## src/logic/adc_pkg.sv

```systemverilog
package adc_pkg;

	////////////////////////////////////////////////////////////////////
	// AD7608 frame constants
	////////////////////////////////////////////////////////////////////

	localparam int W_SAMPLE    = 18;                     // bits per adc word
	localparam int N_CHAN      = 8;                      // adc channels
	localparam int N_PER_PORT  = 4;                      // words per serial line
	localparam int RD_LENGTH   = W_SAMPLE * N_PER_PORT;  // sclk cycles per read-out
	localparam int MIN_T_CYCLE = 85;                     // min clocks in converting state
	localparam int W_OS        = 2;                      // oversampling code width
	localparam int W_CNT       = 8;                      // fsm counter width, saturating

	////////////////////////////////////////////////////////////////////
	// data types
	////////////////////////////////////////////////////////////////////

	// two's complement word as the adc shifts it out
	typedef logic signed [W_SAMPLE-1:0] sample_t;

	typedef logic [$clog2(N_CHAN)-1:0] chan_t;      // channel 0..7
	typedef logic [$clog2(N_PER_PORT)-1:0] slot_t;  // word position on one line

endpackage

```

## src/logic/sample_bus_if.sv

```systemverilog
interface sample_bus_if;
	import adc_pkg::*;

	logic    req;    // access request, held until gnt
	logic    we;     // 1 = write, 0 = read
	chan_t   addr;   // store slot
	sample_t wdata;  // write word
	logic    gnt;    // one-cycle grant, access happens here
	sample_t rdata;  // read word, one cycle after gnt
	logic    rvalid; // qualifies rdata

	// port that issues accesses
	modport requester (
		output req, we, addr, wdata,
		input  gnt, rdata, rvalid
	);

	// port that serves accesses
	modport arbiter (
		input  req, we, addr, wdata,
		output gnt, rdata, rvalid
	);

endinterface

```

## src/logic/adc_conversion_engine.sv

```systemverilog
module adc_conversion_engine (
	input  logic             clk_in,
	input  logic             reset_in,
	input  logic             busy,        // conversion in progress
	input  logic             data_a,      // serial line a, ch 0-3
	input  logic             data_b,      // serial line b, ch 4-7
	input  logic             cstart,      // starts continuous conversion
	output logic             convst_out,  // active low convert start
	output logic             n_cs_out,    // active low chip select
	output logic             sclk_out,    // serial clock, high when idle
	output logic             word_valid,  // one word per line complete
	output adc_pkg::slot_t   word_slot,   // which word just completed
	output adc_pkg::sample_t word_a,
	output adc_pkg::sample_t word_b
);
	import adc_pkg::*;

	typedef enum logic [1:0] {CV_IDLE, CV_CONVST, CV_CONV} cv_state_t;
	typedef enum logic [1:0] {RD_IDLE, RD_READ, RD_WAIT} rd_state_t;

	cv_state_t cv_state;             // convert fsm
	cv_state_t cv_next;
	logic [W_CNT-1:0] cv_count;      // clocks in current cv state
	rd_state_t rd_state;             // read fsm
	rd_state_t rd_next;
	logic [W_CNT-1:0] rd_count;      // clocks in current rd state
	logic [W_SAMPLE-1:0] shift_a;    // line a shift register
	logic [W_SAMPLE-1:0] shift_b;    // line b shift register
	logic sclk_en;                   // clock gate, updated on falling edge

	// conversions and read-outs overlap, so the two fsms never wait on each other

	////////////////////////////////////////////////////////////////////
	// convert state machine
	////////////////////////////////////////////////////////////////////

	always_comb begin
		cv_next = cv_state;                                    // hold by default
		case (cv_state)
			CV_IDLE:   if (cstart) cv_next = CV_CONVST;
			CV_CONVST: cv_next = CV_CONV;                      // single low cycle
			CV_CONV: begin
				if (cv_count >= W_CNT'(MIN_T_CYCLE) && !busy) // min cycle time met
					cv_next = CV_CONVST;
			end
			default:   cv_next = CV_IDLE;
		endcase
	end

	always_ff @(posedge clk_in) begin
		if (reset_in) begin
			cv_state <= CV_IDLE;
			cv_count <= '0;
		end else begin
			cv_state <= cv_next;
			if (cv_next != cv_state)
				cv_count <= '0;                                // restart on change
			else if (cv_count != '1)
				cv_count <= cv_count + 1'b1;                   // saturate, no wrap
		end
	end

	assign convst_out = (cv_state != CV_CONVST);

	////////////////////////////////////////////////////////////////////
	// read state machine
	////////////////////////////////////////////////////////////////////

	always_comb begin
		rd_next = rd_state;
		case (rd_state)
			RD_IDLE: if (busy) rd_next = RD_READ;                    // new conversion
			RD_READ: if (rd_count == W_CNT'(RD_LENGTH)) rd_next = RD_WAIT;
			RD_WAIT: if (!busy) rd_next = RD_IDLE;                   // let it finish
			default: rd_next = RD_IDLE;
		endcase
	end

	always_ff @(posedge clk_in) begin
		if (reset_in) begin
			rd_state <= RD_IDLE;
			rd_count <= '0;
		end else begin
			rd_state <= rd_next;
			if (rd_next != rd_state)
				rd_count <= '0;
			else if (rd_count != '1)
				rd_count <= rd_count + 1'b1;
		end
	end

	// low for counts 0..RD_LENGTH-1 only
	assign n_cs_out = !(rd_state == RD_READ && rd_count < W_CNT'(RD_LENGTH));

	////////////////////////////////////////////////////////////////////
	// serial data path
	////////////////////////////////////////////////////////////////////

	always_ff @(posedge clk_in) begin
		if (!n_cs_out) begin
			shift_a <= {shift_a[W_SAMPLE-2:0], data_a};        // msb first
			shift_b <= {shift_b[W_SAMPLE-2:0], data_b};
		end
	end

	// word k complete once 18*(k+1) bits are in
	always_comb begin
		word_valid = 1'b0;
		word_slot  = '0;
		for (int k = 0; k < N_PER_PORT; k++) begin
			if (rd_state == RD_READ && rd_count == W_CNT'(W_SAMPLE * (k + 1))) begin
				word_valid = 1'b1;
				word_slot  = slot_t'(k);
			end
		end
	end

	assign word_a = sample_t'(shift_a);
	assign word_b = sample_t'(shift_b);

	// enable changes while clk_in is low, so sclk_out has no runt pulse
	always_ff @(negedge clk_in) begin
		if (reset_in)
			sclk_en <= 1'b0;
		else
			sclk_en <= !n_cs_out;
	end

	assign sclk_out = sclk_en ? clk_in : 1'b1;              // parked high when deselected

endmodule

```

## src/logic/sample_writer.sv

```systemverilog
module sample_writer (
	input  logic               clk_in,
	input  logic               reset_in,
	input  logic               word_valid,  // word pair ready
	input  adc_pkg::slot_t     word_slot,
	input  adc_pkg::sample_t   word_a,      // goes to channel word_slot
	input  adc_pkg::sample_t   word_b,      // goes to channel word_slot+4
	sample_bus_if.requester    bus,
	output logic               frame_done   // all eight channels stored
);
	import adc_pkg::*;

	logic    pend_a;      // line a write outstanding
	logic    pend_b;      // line b write outstanding
	slot_t   slot_q;
	sample_t word_a_q;
	sample_t word_b_q;
	logic    last_grant;  // final write of the frame granted

	////////////////////////////////////////////////////////////////////
	// word pair buffer
	////////////////////////////////////////////////////////////////////

	always_ff @(posedge clk_in) begin
		if (word_valid) begin
			slot_q   <= word_slot;
			word_a_q <= word_a;
			word_b_q <= word_b;
		end
	end

	always_ff @(posedge clk_in) begin
		if (reset_in) begin
			pend_a     <= 1'b0;
			pend_b     <= 1'b0;
			frame_done <= 1'b0;
		end else begin
			if (word_valid) begin
				pend_a <= 1'b1;
				pend_b <= 1'b1;
			end else if (bus.gnt) begin
				if (pend_a)
					pend_a <= 1'b0;   // line a goes first
				else
					pend_b <= 1'b0;
			end
			frame_done <= last_grant;
		end
	end

	assign last_grant = bus.gnt && !pend_a && pend_b && slot_q == slot_t'(N_PER_PORT - 1);

	// request held stable until granted
	assign bus.req   = pend_a | pend_b;
	assign bus.we    = 1'b1;
	assign bus.addr  = pend_a ? chan_t'(slot_q) : chan_t'(slot_q) + chan_t'(N_PER_PORT);
	assign bus.wdata = pend_a ? word_a_q : word_b_q;

endmodule

```

## src/logic/sample_store.sv

```systemverilog
module sample_store (
	input  logic            clk_in,
	input  logic            reset_in,
	sample_bus_if.arbiter   wr_bus,    // high priority port
	sample_bus_if.arbiter   rd_bus     // low priority port
);
	import adc_pkg::*;

	sample_t mem [N_CHAN];  // latest word per channel
	logic    acc_valid;     // an access happens this cycle
	logic    acc_we;
	chan_t   acc_addr;
	sample_t acc_wdata;
	sample_t rdata_q;       // shared read register
	logic    wr_rvalid;
	logic    rd_rvalid;

	////////////////////////////////////////////////////////////////////
	// fixed-priority arbiter
	////////////////////////////////////////////////////////////////////

	assign wr_bus.gnt = wr_bus.req;                  // writer always wins
	assign rd_bus.gnt = rd_bus.req & ~wr_bus.req;    // host waits its turn

	assign acc_valid = wr_bus.req | rd_bus.req;

	always_comb begin
		if (wr_bus.req) begin
			acc_we    = wr_bus.we;
			acc_addr  = wr_bus.addr;
			acc_wdata = wr_bus.wdata;
		end else begin
			acc_we    = rd_bus.we;
			acc_addr  = rd_bus.addr;
			acc_wdata = rd_bus.wdata;
		end
	end

	////////////////////////////////////////////////////////////////////
	// memory
	////////////////////////////////////////////////////////////////////

	always_ff @(posedge clk_in) begin
		if (reset_in) begin
			for (int i = 0; i < N_CHAN; i++)
				mem[i] <= '0;                    // reads before first frame give zero
		end else if (acc_valid && acc_we) begin
			mem[acc_addr] <= acc_wdata;
		end
	end

	always_ff @(posedge clk_in) begin
		if (acc_valid && !acc_we)
			rdata_q <= mem[acc_addr];
	end

	always_ff @(posedge clk_in) begin
		if (reset_in) begin
			wr_rvalid <= 1'b0;
			rd_rvalid <= 1'b0;
		end else begin
			wr_rvalid <= wr_bus.gnt & ~wr_bus.we;  // rvalid back to the granted port
			rd_rvalid <= rd_bus.gnt & ~rd_bus.we;
		end
	end

	assign wr_bus.rdata  = rdata_q;
	assign rd_bus.rdata  = rdata_q;
	assign wr_bus.rvalid = wr_rvalid;
	assign rd_bus.rvalid = rd_rvalid;

endmodule

```

## src/logic/host_read_port.sv

```systemverilog
module host_read_port (
	input  logic               clk_in,
	input  logic               reset_in,
	input  logic               rd_req,    // one-cycle read pulse
	input  adc_pkg::chan_t     rd_chan,
	output adc_pkg::sample_t   rd_data,
	output logic               rd_valid,  // qualifies rd_data
	sample_bus_if.requester    bus
);
	import adc_pkg::*;

	logic  pending;  // request waiting for grant
	chan_t chan_q;
	logic  accept;   // take a new host request

	// a new request is only taken once the old one is off the bus
	assign accept = rd_req & (~pending | bus.gnt);

	always_ff @(posedge clk_in) begin
		if (reset_in)
			pending <= 1'b0;
		else if (accept)
			pending <= 1'b1;
		else if (bus.gnt)
			pending <= 1'b0;
	end

	always_ff @(posedge clk_in) begin
		if (accept)
			chan_q <= rd_chan;
	end

	assign bus.req   = pending;
	assign bus.we    = 1'b0;   // read only port
	assign bus.addr  = chan_q;
	assign bus.wdata = '0;

	// store registers the word, one cycle after grant
	assign rd_data  = bus.rdata;
	assign rd_valid = bus.rvalid;

endmodule

```

## src/logic/adc_sampler.sv

```systemverilog
module adc_sampler (
	input  logic                      clk_in,
	input  logic                      reset_in,
	input  logic                      busy_in,     // adc busy
	input  logic                      data_a_in,   // adc dout a
	input  logic                      data_b_in,   // adc dout b
	input  logic [adc_pkg::W_OS-1:0]  os_in,       // oversampling code
	input  logic                      cstart,      // start continuous conversion
	output logic [adc_pkg::W_OS-1:0]  os_out,
	output logic                      convst_out,
	output logic                      reset_out,
	output logic                      sclk_out,
	output logic                      n_cs_out,
	input  logic                      rd_req,      // host read pulse
	input  adc_pkg::chan_t            rd_chan,
	output adc_pkg::sample_t          rd_data,
	output logic                      rd_valid,
	output logic                      frame_done   // one conversion fully stored
);
	import adc_pkg::*;

	logic    word_valid;
	slot_t   word_slot;
	sample_t word_a;
	sample_t word_b;

	sample_bus_if wr_bus ();  // writer to store
	sample_bus_if rd_bus ();  // host port to store

	////////////////////////////////////////////////////////////////////
	// adc pins
	////////////////////////////////////////////////////////////////////

	assign os_out    = os_in;
	assign reset_out = reset_in;

	adc_conversion_engine u_engine (
		.clk_in, .reset_in,
		.busy       (busy_in),
		.data_a     (data_a_in),
		.data_b     (data_b_in),
		.cstart,
		.convst_out, .n_cs_out, .sclk_out,
		.word_valid, .word_slot, .word_a, .word_b
	);

	sample_writer u_writer (
		.clk_in, .reset_in,
		.word_valid, .word_slot, .word_a, .word_b,
		.bus        (wr_bus.requester),
		.frame_done
	);

	sample_store u_store (
		.clk_in, .reset_in,
		.wr_bus     (wr_bus.arbiter),
		.rd_bus     (rd_bus.arbiter)
	);

	host_read_port u_host (
		.clk_in, .reset_in,
		.rd_req, .rd_chan, .rd_data, .rd_valid,
		.bus        (rd_bus.requester)
	);

endmodule

```

## config.mk

```make
export PLATFORM = sky130hd
export DESIGN_NAME = adc_sampler
export DESIGN_NICKNAME = d
export VERILOG_FILES = /design/src/logic/adc_pkg.sv /design/src/logic/sample_bus_if.sv /design/src/logic/adc_conversion_engine.sv /design/src/logic/sample_writer.sv /design/src/logic/sample_store.sv /design/src/logic/host_read_port.sv /design/src/logic/adc_sampler.sv
export SDC_FILE = /design/constraint.sdc
export NUM_CORES = 1
export LEC_CHECK = 0
export BUFFER_PORTS_ARGS = -buffer_cell sky130_fd_sc_hd__clkbuf_2
export CORE_ASPECT_RATIO = 1.2
export CORE_MARGIN = 2
export CORE_UTILIZATION = 45
export DETAILED_ROUTE_END_ITERATION = 10
export GPL_TIMING_DRIVEN = 0
export SYNTH_ARGS = -nofsm -noshare
export SYNTH_HDL_FRONTEND = slang
export SYNTH_HIERARCHICAL = 1
export SYNTH_SLANG_ARGS = --single-unit
```

## constraint.sdc

```tcl
create_clock -name clk_in -period 5.2 [get_ports clk_in]
set_input_delay 1.04 -clock clk_in [delete_from_list [all_inputs] [get_ports clk_in]]
set_output_delay 1.04 -clock clk_in [all_outputs]
set_load 0.02 [all_outputs]
```

==> results.md <==
- I/O pins: 38
- Comb power frac: 0.054
- Commonest non-fill, non-tap cells in the layout: 239 x edfxtp_1, 173 x nor2_1, 154 x nand2_1
- Starting Density: 0.459
- Slew @ Worst Pin: roughly 1.2 ns
- Reg-to-reg slack, setup: 1.59 ns
- Drt pass-1 iters: 5
- Startpoint Class: flip-flop
- IO buf count: 35
- Antenna diodes: 0
- Total CTS buffers: 28
- Total power: approximately 0.0046 W
- IR drop worst, VDD: between 0.2 and 0.25 mV
- Routed WL per cell: 16.2 um
- Worst Hold Class: reg -> reg
- Fin nets: approximately 1.0k
- Post-CTS Resized: 0
- Critical path type: reg -> out
- Initial antenna violation count: 0
- Via/cell ratio: roughly 5
- Synth Instances: between 900 and 1k
- Vias in the first global route: about 6.6k
- Synth Warn #: 6
- CTS H-Tree Depth: 1
- CTS tree: yes
- Mapped cell area: ~11000 sq um
- Die X: between 100 and 150 um
- P per Cell Area: roughly 360 nW/um^2
- Clock Path Buffers: 3
- Crit path max fanout: 1
- DRC: 0
- Final Max Slew Viols: 0
- Unrepaired setup endpoints after global routing: false
- P&R area growth vs syn: 14.4%
- Sequential Power Share: 0.523
- Tot GR Track Use: 0.173
- Clock power share: 0.423
- Leakage: 4.79 nW
- 1st-iter DRT viols: slightly below 400
- Core Rows: 63
- Overall routed net length: approximately 22 mm
- Antenna violation net count after detailed routing: 0
- Post-CTS Hold Buffers: 0
- CP cell instances: nand2_1 > clkbuf_2
- Arr. time, crit path: 3.68 ns
- Core area: 24800 sq um
- Grt ovf: 0
- Clock skew: between 0.05 and 0.06 ns
- Root buf cell: clkbuf_16
- P_sw: 0.000984 W
- Slowest CP cell: dfxtp_1
- Die Area: between 20000 and 30000 sq um
- Status: completed
- Internal Power: ~0.0037 W
- First-pass GRT wire length: ~35 mm
- Commonest non-fill, non-tap cell in the layout: edfxtp_1
- Hold Path End: u_writer/word_b_q[17]
- CP top delay family: flip-flops
- Setup TNS: 0 ns
- Via Count: 6874
- CP max stage delay: just under 0.3 ns
- Hpwl dp: roughly 15 mm
- Critical Path RT: roughly 4.2 ns
- Final hold violation count: 0
- Hold Path Origin: u_engine/word_b[17]
- Placer Congestion: approximately 0.8
- Fin util: 0.525
- Setup violators final: 0
- Clk_lat worst skew: around 0.57 ns
- Max transition margin: 0.165
- CP Capture Type: primary output
- Critical path buffers and inverters: 1
- Largest net degree at the start of global routing: 37
- Fraction of layout cells with a size suffix above 1: 0.184
- Die height: 178 um
- Number of fill cells: between 2k and 2.5k
- Register clock-pin slew on the reported worst setup and hold paths: 0.06 ns
- Capturing point of the worst reg2reg path: u_engine/sclk_en
- Post-CTS setup buffers: 0
- Sw frac: 0.212
- Avg Synthesized Cell Area: 12.1 sq um
- Max-cap viol count: 0
- R2R cell count: 4
- FF-to-FF Start: u_engine/rd_state[0]
- Hold Path Cell Cnt: 0
==> worst max-delay path by stage <==
| stage | startpoint | to | slack (ns) | cells after the start |
|---|---|---|---|---|
| final | u_engine/sclk_en | sclk_out | 0.48 | 2 |
| after global routing | u_engine/sclk_en | sclk_out | 0.42 | 2 |
| after CTS | u_engine/sclk_en | sclk_out | 0.46 | 2 |
| after detailed placement | reset_in | u_engine/sclk_en | 0.72 | 3 |
| after global placement | u_engine/rd_count[7] | u_writer/pend_b | 0.46 | 7 |
| after floorplan | u_engine/sclk_en | sclk_out | 1.13 | 1 |
==> registers in the layout, indices dropped and copies added, names as in the netlist, 2 cells and up <==
| name | count |
|---|---|
| u_engine/word_b | 18 |
| u_writer/word_b_q | 18 |
| u_host/bus.addr | 3 |
| u_writer/word_a_q | 18 |
| u_engine/word_a | 18 |
| u_engine/cv_count | 8 |
| u_engine/rd_count | 8 |
| u_store/rd_bus.rdata | 18 |
| u_engine/rd_state | 2 |
| u_store/mem | 144 |
| u_writer/slot_q | 2 |
| u_engine/cv_state | 2 |
==> power by group through the flow <==
stage                      clock [W]  combinational (W)  sequential, W
after floorplan           0.00000674           0.000174        0.00246
after detailed placement  0.00000804           0.000252        0.00247
after global placement    0.00000804           0.000245        0.00247
after CTS                    0.00201           0.000252        0.00243
after global routing         0.00210           0.000279        0.00243
final                        0.00197           0.000251        0.00243
==> layout make-up <==
class | instances | area [sq um] | area share
clock buffer | 45 | 838 | 0.0643
sequential | 265 | 7700 | 0.590
clock inverter | 10 | 90.1 | 0.00691
inverter | 11 | 41.3 | 0.00317
buffer | 94 | 614 | 0.0471
multi-input combinational | 588 | 3130 | 0.240
tap | 325 | 407 | 0.0312
timing repair buffer | 37 | 225 | 0.0173
==> through the flow <==
step	cells	instance area [sq um]	worst slack [ns]	hold WS (ns)
global placement	1319	12000	0.459	0.401
global route	1375	13000	0.423	0.427
finish	1375	13000	0.480	0.422
CTS	1374	13000	0.464	0.424
detailed placement	1321	12100	0.725	0.405
floorplan	959	11500	1.13	0.400
==> metal layers <==
layer	GRT usage	vias up	share of wire
li1	-	3412	-
met1	0.220	3283	0.42
met2	0.315	151	0.51
met3	0.0217	28	0.050
met4	0.0393	0	0.014
met5	0	-	0
Note: power is estimated with default switching activity, not from simulation.
